--- src/tape_pkg.sv ---
// Shared widths, constants and request types for the tape load and playback path
package tape_pkg;

	//////////////////////////////////////////////////////////////////////
	// Widths and constants
	//////////////////////////////////////////////////////////////////////

	// Host download address width
	localparam int ADDR_W = 25;

	// Address bits actually backed by the tape memory (1024 bytes)
	localparam int STORE_AW = 10;

	// Host file index of a tape image
	localparam logic [7:0] TAP_INDEX = 8'hC1;

	// Offset of the format version byte in the tape header
	localparam logic [ADDR_W-1:0] VERSION_ADDR = 25'h00000C;

	typedef logic [7:0] byte_t;

	//////////////////////////////////////////////////////////////////////
	// Interface types
	//////////////////////////////////////////////////////////////////////

	// Host download stream, download stays high for the whole file
	typedef struct packed {
		logic              download;
		logic [7:0]        index;
		logic              wr;
		logic [ADDR_W-1:0] addr;
		byte_t             data;
	} host_dl_t;

	// One tape memory request
	// Idle requesters drive all zeros so requests can be ORed together
	typedef struct packed {
		logic              rd;
		logic              wr;
		logic [ADDR_W-1:0] addr;
		byte_t             data;
	} store_req_t;

endpackage

--- src/tap_loader.sv ---
// Tape loader that writes a host tape download into the tape memory, with host wait control
`timescale 1ns/1ps

module tap_loader import tape_pkg::*; (
	input  logic              clk_sys,
	input  logic              reset,
	input  host_dl_t          host_i,
	input  logic              ready_i,
	output store_req_t        req_o,
	output logic              wait_o,
	output logic [1:0]        version_o,
	output logic [ADDR_W-1:0] last_addr_o,
	output logic              load_busy_o,
	output logic              load_done_o
);

	logic              tap_sel;
	logic              tap_wr;
	logic              active_q;
	logic              load_start;
	logic              wait_q;
	logic [1:0]        version_q;
	logic [ADDR_W-1:0] last_q;
	logic [ADDR_W-1:0] addr_next;
	logic [ADDR_W-1:0] count_base;
	store_req_t        req_q;

	// Only downloads carrying the tape index are taken
	always_comb begin
		tap_sel    = host_i.download && (host_i.index == TAP_INDEX);
		tap_wr     = tap_sel && host_i.wr;
		load_start = tap_sel && !active_q;
		addr_next  = host_i.addr + ADDR_W'(1);
		// A new tape starts counting from zero
		count_base = load_start ? '0 : last_q;
	end

	//////////////////////////////////////////////////////////////////////
	// Write path and wait control
	//////////////////////////////////////////////////////////////////////

	always_ff @(posedge clk_sys) begin
		if (reset) begin
			active_q  <= 1'b0;
			wait_q    <= 1'b0;
			req_q     <= '0;
			version_q <= 2'b00;
			last_q    <= '0;
		end else begin
			active_q <= tap_sel;
			req_q    <= '0;
			if (load_start) begin
				last_q <= '0;
			end
			if (tap_wr) begin
				req_q.wr   <= 1'b1;
				req_q.addr <= host_i.addr;
				req_q.data <= host_i.data;
				// Hold the host off until the memory has taken the byte
				wait_q     <= 1'b1;
				if (host_i.addr == VERSION_ADDR) begin
					version_q <= host_i.data[1:0];
				end
				if (addr_next > count_base) begin
					last_q <= addr_next;
				end
			end else if (wait_q && !req_q.wr && ready_i) begin
				wait_q <= 1'b0;
			end
		end
	end

	// Falling edge of the tape download ends the load
	assign load_done_o = active_q && !tap_sel;
	assign load_busy_o = tap_sel;

	assign req_o       = req_q;
	assign wait_o      = wait_q;
	assign version_o   = version_q;
	assign last_addr_o = last_q;

endmodule

--- config.mk ---
export PLATFORM = sky130hd
export DESIGN_NAME = tap_loader
export DESIGN_NICKNAME = d
export VERILOG_FILES = /design/src/tape_pkg.sv /design/src/tap_loader.sv
export SDC_FILE = /design/constraint.sdc
export NUM_CORES = 1
export LEC_CHECK = 0
export ABC_AREA = 0
export BUFFER_PORTS_ARGS = -buffer_cell sky130_fd_sc_hd__buf_2
export CAP_MARGIN = 5
export CORE_MARGIN = 2
export CORE_UTILIZATION = 45
export DETAILED_ROUTE_END_ITERATION = 7
export GPL_TIMING_DRIVEN = 0
export PLACE_DENSITY = 0.73
export SLEW_MARGIN = 40
export SYNTH_ARGS = -nofsm -noshare
export SYNTH_HDL_FRONTEND = slang
export SYNTH_SLANG_ARGS = --single-unit
--- constraint.sdc ---
create_clock -name clk_sys -period 4.14 [get_ports clk_sys]
set_input_delay 0.828 -clock clk_sys [delete_from_list [all_inputs] [get_ports clk_sys]]
set_output_delay 0.828 -clock clk_sys [all_outputs]
set_load 0.02 [all_outputs]
# Yosys cells after proc, flatten, opt, wreduce, memory -nomap -nowiden
# Cells that the tools add are included.
# word_totals
reg_bits	64
input_bits	46
output_inout_bits	65
word_cells	31
# op_classes
n_addsub	1
magnitude_cmp	1
n_eq_ne	2
mux	6
bitwise_logic	1
reduce_logical	12
# ops
op	n
2-to-1 mux 25 bit	3
2-to-1 mux 34 bit	1
adder 25 x 1 -> 25 bit (second input constant)	1
== test 25 x 4 -> 1 bit (second input constant)	1
> comparator 25 bit	1
== test 8 bit (second input constant)	1
logical AND 1 bit	6
zero test 1 bit	3
2-to-1 mux 1 bit	2
AND reduction 2 bit	1
nonzero test 2 bit	1
OR reduction 2 bit	1
inverter 1 bit	1

# Logic depth before layout (Yosys ltp)
# logic_depth
depth_word	7
ltp_mapped	15

# Worst setup path after synthesis
# No wires, ideal clock.
# synth_timing
path_kind	input to register
from	input port host_i[12] (netlist bit)
to	register last_q[1] (netlist: last_addr_o[1])
t_arrival_ps	3946
required_ps	4009
slack_ps	64
path_stages	12
cell_sequence	nand4_2 or4_4 or4_4 xnor2_2 ha_1 nand4_1 nor4_1 nand2_1 o2111a_1 nor2_1 buf_2 o31ai_1
# synth_via
elab_chain_cells	4
# synth_lines
item	line	source
from (decl)	tap_loader.sv:7	input host_dl_t host_i,
adder 25 x 1 -> 25 bit	tap_loader.sv:33	addr_next = host_i.addr + ADDR_W'(1);
> comparator 25 bit	tap_loader.sv:64	if (addr_next > count_base) begin
2-to-1 mux 25 bit	tap_loader.sv:64	
2-to-1 mux 25 bit	tap_loader.sv:55	if (tap_wr) begin
to (signal assigned)	tap_loader.sv:65	last_q <= addr_next;
to (decl)	tap_loader.sv:23	logic [ADDR_W-1:0] last_q;
# Every way passes these cells.
# A chain may end at the register's enable or synchronous reset.

# Final worst setup path
# layout_timing
from	input port host_i[18] (netlist bit)
to	register last_q[9] (netlist: last_addr_o[9])
# The elaborated chain is that of the path after synthesis.

==> results_dict.tcl <==
set metrics [dict create \
    outcome "finished, final reports clean" \
    vias 3148 \
    finalNonFillerCells 585 \
    grt_pass1_vias 2953 \
    antenna_left 0 \
    pwr_density_cell_nw_per_um2 307 \
    cp.arrival_ns 4.27 \
    antenna_found_initial 0 \
    worst_setup_path_start_kind "input port" \
    grtUsageTotal_pct 23.2 \
    ios 111 \
    seq_area_frac_synth_pct 39.1 \
    cts_hold_buf 0 \
    regArea_um2 1260 \
    setup-violations-final 0 \
    skew_ns 0.00541 \
    die_area_um2 7860 \
    tightestPinTransition_ns 0.581 \
    rsz0062_at_grt "no" \
    worstPathMaxFanout 10 \
    yosys_warnings 0 \
    place_area_um2 3890 \
    finalInstanceArea_um2 4200 \
    drv_cap 0 \
    slowest_delay_ns 0.58 \
    synthArstFlopShare_pct 0 \
    num_antenna_cells 0 \
    cts_inserted_buffers 9 \
    syn_area_um2 3230 \
    layout.nets 557 \
    final.fill_count 640 \
    core_um2 6870 \
    row_count 30 \
    die_y_um 88.7 \
    dp_hpwl_mm 7.02 \
    clock-sinks 63 \
    fin_ws_ns 0.113 \
    cts-htree-levels 3 \
    syn_area_per_cell_um2 8.91 \
    multi_input_area_um2 1930 \
    drc 0 \
    grt-ovfl-total 0 \
    min_period_ns 4.03 \
    vdd_ir_drop_max_v 0.000211 \
    drv_slew 0 \
    synth_nets 435 \
    final_cell_mix "108 x buf_2, 63 x dfxtp_1, 48 x nand2_1" \
    clk_pin_slew_worst_paths_ns 0.08 \
    critPathTopFamily "simple AND/OR/NAND/NOR gates" \
    dr.pass1.iters 4 \
    drt-initial-drc-count 159 \
    initial_utilization_pct 47.0 \
    place.gp.congestion 0.877 \
    fin_crit_sh_pct 97.3 \
    grt_pass1_wl_mm 13.7 \
    layout_commonest_cell "buf_2" \
    hold_class "flip-flop to flip-flop" \
    io_buffers 108 \
    cp_slowest_cell "or4_4" \
    relSlewSlack_pct 61.3 \
    vias_per_cell 5.38 \
    cp-end-kind "flip-flop" \
    fmax_ghz 0.248 \
    cp.required_ns 4.38 \
    crit_chain "buf_2, nand4_1, or4_4, or4_4, xnor2_2, ha_1, nand4_1, nor4_4, buf_4, nand2_1, o2111ai_4, buf_4, a211oi_1, a31o_2" \
    holdWs_ns 0.499 \
    synthFlopType "dfxtp_1" \
    critPathBufInv 3 \
    synth_seq_cells 63 \
    leakagePower_uw 0.00189 \
    root_buffer "clkbuf_8" \
    wirelength_mm 9.03 \
    clk_path_buf_depth 2 \
    synth_cells 362 \
    synth_cell_types 43 \
    die_x_um 88.7 \
    cts_tree "done" \
    synth-edff-count 0 \
    place_inst 566 \
    drt-wirelength-per-cell_um 15.4 \
    grt_max_degree 14 \
    dp_slack_ns -0.699 \
    hold_violations 0 \
    clkLatencyLatePin_ns 0.35 \
    layout-drive-gt1-share_pct 31.3 \
    crit_type "input port to flip-flop" \
    area_growth_pct 30.1 \
]
## worst paths after layout
kind	from	to	slack, ns	cells past startpoint
setup / recovery	host_i[18]	last_addr_o[9]	0.11	14
hold / removal	wait_o	wait_o	0.50	1
setup reg to reg	active_q	last_addr_o[10]	0.93	12
hold reg to reg	wait_o	wait_o	0.50	1
## timing repair
action,in CTS,in global routing
setup endpoints to repair,24,24
gates resized for setup,10,18
pin swaps,1,4
setup buffers,0,4
## logic make-up after synthesis
group / share of synthesized area (%)
DFF: 39.1
buffers and inverters: 2.99
AOI/OAI and AO/OA: 12.3
xor gates and xnor gates: 6.48
adders and majority gates: 10.5
muxes: 0.620
other: 0.116
and+or+nand+nor: 27.9
## cells in the mapped netlist (4+ instances only)
library cell / n / area, um2
clkbuf_1: 16 / 60.1
nand4_1: 24 / 150
a211oi_1: 4 / 30.0
o21ai_0: 12 / 60.1
xor2_1: 6 / 52.6
a211o_1: 5 / 43.8
a31o_2: 4 / 35.0
nor3_1: 7 / 35.0
ha_1: 27 / 338
a21oi_1: 12 / 60.1
nor2_1: 9 / 33.8
xnor2_1: 16 / 140
nor4_1: 7 / 43.8
nand3_1: 13 / 65.1
and2_1: 38 / 238
o31ai_1: 12 / 90.1
dfxtp_1: 63 / 1260
nand2_1: 49 / 184
inv_1: 4 / 15.0
and3_1: 4 / 25.0
## registers in the layout (all words and copies together), names as in the netlist
name and flops:
active_q 1, last_addr_o 25, req_o 34, version_o 2, wait_o 1
## per-layer routing
| metal | vias to the layer above | track usage, % | wire length, um |
|---|---|---|---|
| li1 | 1558 | - | - |
| met1 | 1452 | 27.7 | 3950 |
| met2 | 119 | 38.9 | 4230 |
| met3 | 19 | 5.60 | 599 |
| met4 | 0 | 11.3 | 246 |
| met5 | - | 0 | 0 |
## worst reg2reg max path: cells and delay by family (launching register included)
family | cells | cell delay, ns
compound gates | 6 | 1.45
buf+inv | 3 | 0.85
fa+ha+maj | 1 | 0.33
flops | 1 | 0.32
simple gates | 2 | 0.21
## layout make-up
type	instances	share of cell area [%]
plain buffers	18	2.24
clock buffers	9	2.95
clock inverters	7	1.88
inverters	5	0.447
multi-input cells	275	46.0
flip-flops and latches	63	30.0
well taps	96	2.86
repair buffers	112	13.6
## per-stage QoR
stage                     total power [uW]  setup TNS, ns  util [%]
after floorplan                        685              0         -
after global placement                 743         -14.31      56.6
after detailed placement               745         -14.87      56.6
after CTS                             1300              0      60.2
after global routing                  1340              0      61.1
final                                 1290              0      61.1
## power breakdown
part	internal (uW)	total [uW]	switching, uW
registers	606	606	0.0919
logic	52.2	136	83.9
clock network	285	549	264
Note: power is estimated with default switching activity, not from simulation.
