$ cat config.mk
export PLATFORM = sky130hd
export DESIGN_NAME = tape_fetcher
export DESIGN_NICKNAME = d
export VERILOG_FILES = /design/src/tape_pkg.sv /design/src/tape_fetcher.sv
export SDC_FILE = /design/constraint.sdc
export NUM_CORES = 1
export LEC_CHECK = 0
export BUFFER_PORTS_ARGS = -buffer_cell sky130_fd_sc_hd__buf_2
export CAP_MARGIN = 40
export CELL_PAD_IN_SITES_DETAIL_PLACEMENT = 1
export CELL_PAD_IN_SITES_GLOBAL_PLACEMENT = 1
export CORE_UTILIZATION = 40
export DETAILED_ROUTE_END_ITERATION = 6
export PLACE_DENSITY = 0.75
export SETUP_SLACK_MARGIN = 0.05
export SYNTH_ARGS = -nofsm -noshare
export SYNTH_HDL_FRONTEND = slang
export SYNTH_SLANG_ARGS = --single-unit
$ cat constraint.sdc
create_clock -name clk_sys -period 3.1 [get_ports clk_sys]
set_input_delay 0.62 -clock clk_sys [delete_from_list [all_inputs] [get_ports clk_sys]]
set_output_delay 0.62 -clock clk_sys [all_outputs]
set_load 0.005 [all_outputs]
$ cat src/tape_pkg.sv
// Shared widths, constants and request types for the tape load and playback path
package tape_pkg;

	//////////////////////////////////////////////////////////////////////
	// Widths and constants
	//////////////////////////////////////////////////////////////////////

	// Host download address width
	localparam int ADDR_W = 25;

	// Address bits actually backed by the tape memory (1024 bytes)
	localparam int STORE_AW = 10;

	// Host file index of a tape image
	localparam logic [7:0] TAP_INDEX = 8'hC1;

	// Offset of the format version byte in the tape header
	localparam logic [ADDR_W-1:0] VERSION_ADDR = 25'h00000C;

	typedef logic [7:0] byte_t;

	//////////////////////////////////////////////////////////////////////
	// Interface types
	//////////////////////////////////////////////////////////////////////

	// Host download stream, download stays high for the whole file
	typedef struct packed {
		logic              download;
		logic [7:0]        index;
		logic              wr;
		logic [ADDR_W-1:0] addr;
		byte_t             data;
	} host_dl_t;

	// One tape memory request
	// Idle requesters drive all zeros so requests can be ORed together
	typedef struct packed {
		logic              rd;
		logic              wr;
		logic [ADDR_W-1:0] addr;
		byte_t             data;
	} store_req_t;

endpackage

$ cat src/tape_fetcher.sv
// Playback fetcher that reads stored tape bytes in order and pushes them to the tape deck
`timescale 1ns/1ps

module tape_fetcher import tape_pkg::*; (
	input  logic              clk_sys,
	input  logic              reset,
	input  logic              load_busy_i,
	input  logic              load_done_i,
	input  logic [ADDR_W-1:0] last_addr_i,
	input  logic              autoplay_en_i,
	input  logic              play_toggle_i,
	input  logic              unload_i,
	input  logic              ready_i,
	input  byte_t             rdata_i,
	input  logic              deck_full_i,
	output store_req_t        req_o,
	output byte_t             tap_byte_o,
	output logic              tap_wrreq_o,
	output logic              playing_o,
	output logic              tape_loaded_o
);

	logic [ADDR_W-1:0] play_addr_q;
	logic [ADDR_W-1:0] last_q;
	logic              inflight_q;
	logic              playing_q;
	logic              wrreq_q;
	logic              tape_loaded;
	logic              end_of_tape;
	logic              restart;
	logic              idle_slot;
	logic              deliver;
	byte_t             byte_q;
	store_req_t        req_q;

	always_comb begin
		tape_loaded = play_addr_q < last_q;
		end_of_tape = playing_q && !tape_loaded;
		restart     = reset || load_busy_i || unload_i || end_of_tape;
		// No new step while a read strobe or a delivery is on the wires
		idle_slot   = !req_q.rd && !wrreq_q;
		deliver     = idle_slot && inflight_q && ready_i;
	end

	//////////////////////////////////////////////////////////////////////
	// Tape length and play state
	//////////////////////////////////////////////////////////////////////

	always_ff @(posedge clk_sys) begin
		if (reset || unload_i) begin
			last_q <= '0;
		end else if (load_done_i) begin
			last_q <= last_addr_i;
		end
	end

	always_ff @(posedge clk_sys) begin
		if (restart) begin
			playing_q <= 1'b0;
		end else if (load_done_i && autoplay_en_i) begin
			playing_q <= 1'b1;
		end else if (play_toggle_i) begin
			playing_q <= !playing_q;
		end
	end

	//////////////////////////////////////////////////////////////////////
	// Read and deliver cycle
	//////////////////////////////////////////////////////////////////////

	always_ff @(posedge clk_sys) begin
		if (restart) begin
			play_addr_q <= '0;
			inflight_q  <= 1'b0;
			req_q       <= '0;
			wrreq_q     <= 1'b0;
		end else begin
			req_q   <= '0;
			wrreq_q <= 1'b0;
			if (deliver) begin
				wrreq_q     <= 1'b1;
				play_addr_q <= play_addr_q + ADDR_W'(1);
				inflight_q  <= 1'b0;
			end else if (idle_slot && !inflight_q && playing_q && tape_loaded
					&& !deck_full_i) begin
				req_q.rd    <= 1'b1;
				req_q.addr  <= play_addr_q;
				inflight_q  <= 1'b1;
			end
		end
	end

	// Byte for the deck, valid with tap_wrreq_o
	always_ff @(posedge clk_sys) begin
		if (deliver) begin
			byte_q <= rdata_i;
		end
	end

	assign req_o         = req_q;
	assign tap_byte_o    = byte_q;
	assign tap_wrreq_o   = wrreq_q;
	assign playing_o     = playing_q;
	assign tape_loaded_o = tape_loaded;

endmodule

# Word level (Yosys, flattened, before mapping)
# Index checks and enable logic that the tools add are counted.
[classes]
bitwise_logic = 1
mux = 4
n_lt_le_gt_ge = 1
n_reduce_logical = 22
addsub = 1
[ops]
columns = ["cell", "n"]
rows = [
  ["adder 25 x 1 -> 25 bit, second input constant", 1],
  ["< comparator 25 bit", 1],
  ["logical AND 1 bit", 9],
  ["zero test 1 bit", 6],
  ["logical OR 1 bit", 4],
  ["2-to-1 mux 1 bit", 4],
  ["OR reduction 3 bit", 1],
  ["nonzero test 2 bit", 1],
  ["OR reduction 2 bit", 1],
  ["NOT 1 bit", 1],
]
[totals]
regBits = 96
input_bits = 42
out_inout_bits = 46
elab_cells = 39

# Depth between registers and ports, before layout
[depth]
ltp_word = 8
mapped_depth = 9
mapped_depth_nobuf = 7

# Worst setup path before layout
# Ideal clock, no wire load.
[synth_timing]
kind = "reg-to-output"
from = "register last_q[24]"
to = "output port tape_loaded_o"
path_buffers = 2
path_slack_ns = 0.610
path_stages_with_launch = 10
arrival_ns = 1.870
path_cell_list = "dfxtp_1 > inv_1 > ha_1 > nand4_1 > nor4_2 > nand4_1 > o211ai_2 > buf_6 > buf_6 > inv_1"
[synth_between]
elab_chain_len = 1
[synth_lines]
columns = ["item", "line", "text"]
rows = [
  ["start: declaration", "tape_fetcher.sv:24", "logic [ADDR_W-1:0] last_q;"],
  ["start signal: assignment", "tape_fetcher.sv:53", "last_q <= last_addr_i;"],
  ["< comparator 25 bit", "tape_fetcher.sv:37", "tape_loaded = play_addr_q < last_q;"],
  ["end: declaration", "tape_fetcher.sv:20", "output logic tape_loaded_o"],
]
# No other way between the ends.

# Final worst setup path
[layout_timing]
from = "register last_q[22]"
to = "output port tape_loaded_o"
# The elaborated chain is that of the path after synthesis.

==> summary.txt <==
Logic synthesis
  • Average instance area after synthesis: 9.72 µm²
  • Number of warning messages in the yosys log: 0
  • Commonest register cell after synthesis: sky130_fd_sc_hd__dfxtp_1
  • Async set-reset flop share out of synthesis: 0
  • Combinational family with the most area after synthesis: simple AND/OR/NAND/NOR gates
  • Share of the yosys chip area belonging to registers: 0.460
  • Mux share of post-synthesis cell area: 0.0631
  • Most frequent cell after synthesis: sky130_fd_sc_hd__dfxtp_1
  • FF+latch count, synth: 87
  • Adder and majority gate portion of the synthesized area: 0.0789
  • Cell type with the largest total area after synthesis: sky130_fd_sc_hd__dfxtp_1
  • Syn Std Cell Area: 3960 µm²
  • Post-Synthesis Cells: 408
  • Share of the synthesized area in the top cell type: 0.399
  • Number of synthesized flops with an enable pin: 8
  • Post-Synth Simple-Gate Area: 0.139
  • Most frequent cells after synthesis: 79 x sky130_fd_sc_hd__dfxtp_1, 54 x sky130_fd_sc_hd__nor2_1, 53 x sky130_fd_sc_hd__inv_1
  • Synthesized-area fraction occupied by ao, oa, aoi and oai cells: 0.114
  • Number of distinct library cell variants in the gate-level netlist after synthesis: 41
  • Leading post-synthesis cells by cell area: sky130_fd_sc_hd__dfxtp_1 40%, sky130_fd_sc_hd__ha_1 7.9%, sky130_fd_sc_hd__mux2i_1 6.3%
  • Post-synthesis xor/xnor area fraction: 0.0530

Floorplanning
  • Effective utilization at floorplan: 0.421
  • Core Region: 9420 µm²
  • Count of boundary I/O pins: 88
  • Number of core rows: 35
  • Overall die area: 10,300 µm²
  • Width of the die: 102 µm
  • Die Height: 102 µm

Place
  • Quantity of I/O buffers inserted on ports: 78
  • Number of cells in the design after placement: 602
  • Final Wtd Congestion: 0.838
  • Half-perimeter wire length of the detailed placement result: 6850 µm
  • Area after DPL: 4430 µm²

Critical path
  • Endpoint type of the worst setup path: output pin
  • Type of the setup path with the least slack: flip-flop to output pin
  • CP delay by family, top: compound AO/OA/AOI/OAI gates
  • Largest fanout of any net on the critical path: 2
  • Peak per-stage delay on the critical path: 0.44 ns
  • Critical path buffer and inverter count: 3
  • Reg-to-Reg Start: last_q[22]$_SDFFE_PP0P_
  • WP data arrival: 2.26 ns
  • CP Cell Sequence: inv_1 > ha_1 > a21o_1 > a21o_1 > a2111oi_4 > o211ai_2 > inv_1 > buf_2
  • Critical path startpoint: last_q[22]$_SDFFE_PP0P_
  • Cell count along the critical path: 8
  • Critical Path Start Type: flip-flop
  • Critical path's slowest cell: sky130_fd_sc_hd__a2111oi_4
  • Required @ worst endpoint: 2.48 ns
  • Worst r2r path cells: 8

Outcome
  • Outcome: completed

Hold path
  • Worst hold path cell count: 1
  • Hold/Removal Path Class: input pin to flip-flop
  • Start point of the worst min-delay path: rdata_i[2]

Global routing
  • All-Layer GR Usage: 0.201
  • Global-route wire length before repair: 15,700 µm
  • GRT overflow: 0
  • Maximum number of pins on one net before global-route repair: 32
  • Number of global-route vias before repair: 3,116
  • Antenna violations before repair: 0

STA
  • Hold Vio Cnt, Final: 0
  • Max Transition Viols Final: 0
  • Time the final worst path needs with I/O delays and setup: 2.88 ns
  • Setup_tns: 0 ns
  • Largest clock skew in the final design: 0.0108 ns
  • Worst slew margin relative to its limit: 0.617
  • Post-route clock period utilization: 0.929
  • Max Freq: 347 MHz
  • Total of endpoints with negative setup slack in the final report: 0
  • Transition time at the pin with the least slew margin: 0.575 ns
  • Unrepaired setup endpoints after global routing: no

Drt
  • DRC violation count after routing: 0
  • Detailed-route via count: 3,033
  • Post-detailed-route wirelength per cell: 15.5 µm
  • First DRT Iteration DRCs: 114
  • Antenna-violating nets left: 0
  • Per-cell via count in the routed design: 4.88
  • Detailed-routing iteration count for the pre-antenna-repair pass: 4
  • Routed wire length: 9600 µm

Clock tree
  • Clock Pin Slew Worst Setup and Hold Paths: 0.09 ns
  • Root Driver: sky130_fd_sc_hd__clkbuf_8
  • Clock buffer count from CTS: 9
  • Sinks on Clock Net: 87
  • Max Root-Sink Buffers: 2
  • Post-cts hold buffer count: 0
  • Insertion delay of the later-clocked pin in the worst-skew pair: 0.35 ns
  • CTS H-tree depth: 3
  • Clock tree from TritonCTS: built

Pwr
  • P_sw: 494 µW
  • Reported leakage power: 0.00188 µW
  • Pwr/cell area: 444 nW/µm²
  • Int Pwr: 1580 µW
  • Clock network power share: 0.368
  • Combinational Power Share: 0.078
  • Worst IR drop on VDD: 0.000221 V
  • Sequential share of power: 0.554
  • Switching part of the total power: 0.238

Cells and area
  • Layout Nets: 554
  • Post-route design area: 4670 µm²
  • Count of antenna diodes in the layout: 0
  • Utilization after layout: 0.496
  • Fraction of layout cells with a size suffix above 1: 0.244
  • Area added between synthesis and finish: 17.8%
  • Total of fill cells in the finished design: 1,129
  • Filler-free cell count of the finished design: 621

Flow run
  • Number of max-cap violations: 0
## power by group through the flow
stage	sequential, µW	clock (µW)	combinational [µW]
floorplan	1170	0	108
global placement	1180	0	146
detailed placement	1180	0	150
CTS	1150	782	150
global route	1150	838	180
finish	1150	763	162
## final cells by class
class,count,area [µm²],area share
Multi-Input combinational cell,248,1840,0.394
Sequential cell,87,1820,0.390
Timing Repair Buffer,88,465,0.0997
Inverter,53,199,0.0426
Tap cell,129,161,0.0346
Clock buffer,12,135,0.0289
Clock inverter,4,47.5,0.0102
## worst register-to-register path, delay by kind of cell (launching register included)
kind / cells / cell delay, ns
AOI/OAI and AO/OA: 5 / 1.39
DFF: 1 / 0.35
buffers and inverters: 2 / 0.35
adders and majority gates: 1 / 0.29
## sequential cells by signal (all words and copies together), names as in the netlist
signal,count
req_o,26
last_q,25
tap_byte_o,8
playing_o,1
inflight_q,1
tap_wrreq_o,1
play_addr_q,25
## worst paths after layout
kind                                  end  slack [ns]
setup / recovery            tape_loaded_o        0.22
hold / removal    tap_byte_o[2]$_DFFE_PP_        0.44
setup reg to reg  inflight_q$_SDFFE_PP0P_        0.64
hold reg to reg      req_o[32]$_SDFF_PP0_        0.46
## cell usage in the layout (no fill, tap or decap), drive strengths merged
master    count
nand3         6
nor2b         2
and2          2
o211ai        2
or2           1
a21o          3
a22oi         1
a2111oi       2
a221o         1
nor3         11
xnor2        24
nand4         6
dfxtp        79
nand2b        1
buf          88
or3           2
mux2i        25
and3          4
or4b          1
nor2         54
clkbuf       12
a211oi       28
nor4          7
clkinvlp      1
inv          53
o21ai         3
bufinv        1
conb          9
edfxtp        8
o2111ai       1
nor3b         1
and4          2
a21oi        11
clkinv        2
ha           25
nand2        12
and4bb        1
## routing by layer
| metal | up-vias | GRT usage | wire (µm) |
|---|---|---|---|
| met5 | - | 0 | 0 |
| met4 | 0 | 0.0535 | 78 |
| met3 | 5 | 0.0373 | 288 |
| met2 | 50 | 0.342 | 4720 |
| met1 | 1466 | 0.260 | 4520 |
| li1 | 1512 | - | - |
## through the flow
stage	hold slack [ns]	setup WS [ns]	power, µW
finish	0.435	0.221	2070
global route	0.405	0.0367	2170
CTS	0.417	0.0978	2080
detailed placement	0.461	0.500	1330
global placement	0.448	0.617	1320
floorplan	0.438	0.610	1280
## kinds of logic after synthesis
| family | after synthesis |
|---|---|
| AO/OA/AOI/OAI | 52 |
| adder cells (fa/ha/maj) | 25 |
| other | 1 |
| buffers and inverters | 81 |
| AND/OR/NAND/NOR | 113 |
| multiplexers | 25 |
| flip-flops | 87 |
| XOR/XNOR | 24 |
## repair_timing
item / in CTS / in global routing
buffers inserted: 0 / 3
resized for setup: 0 / 4
endpoints found under the setup margin: 0 / 1
Power figures use the tool's default switching activity.
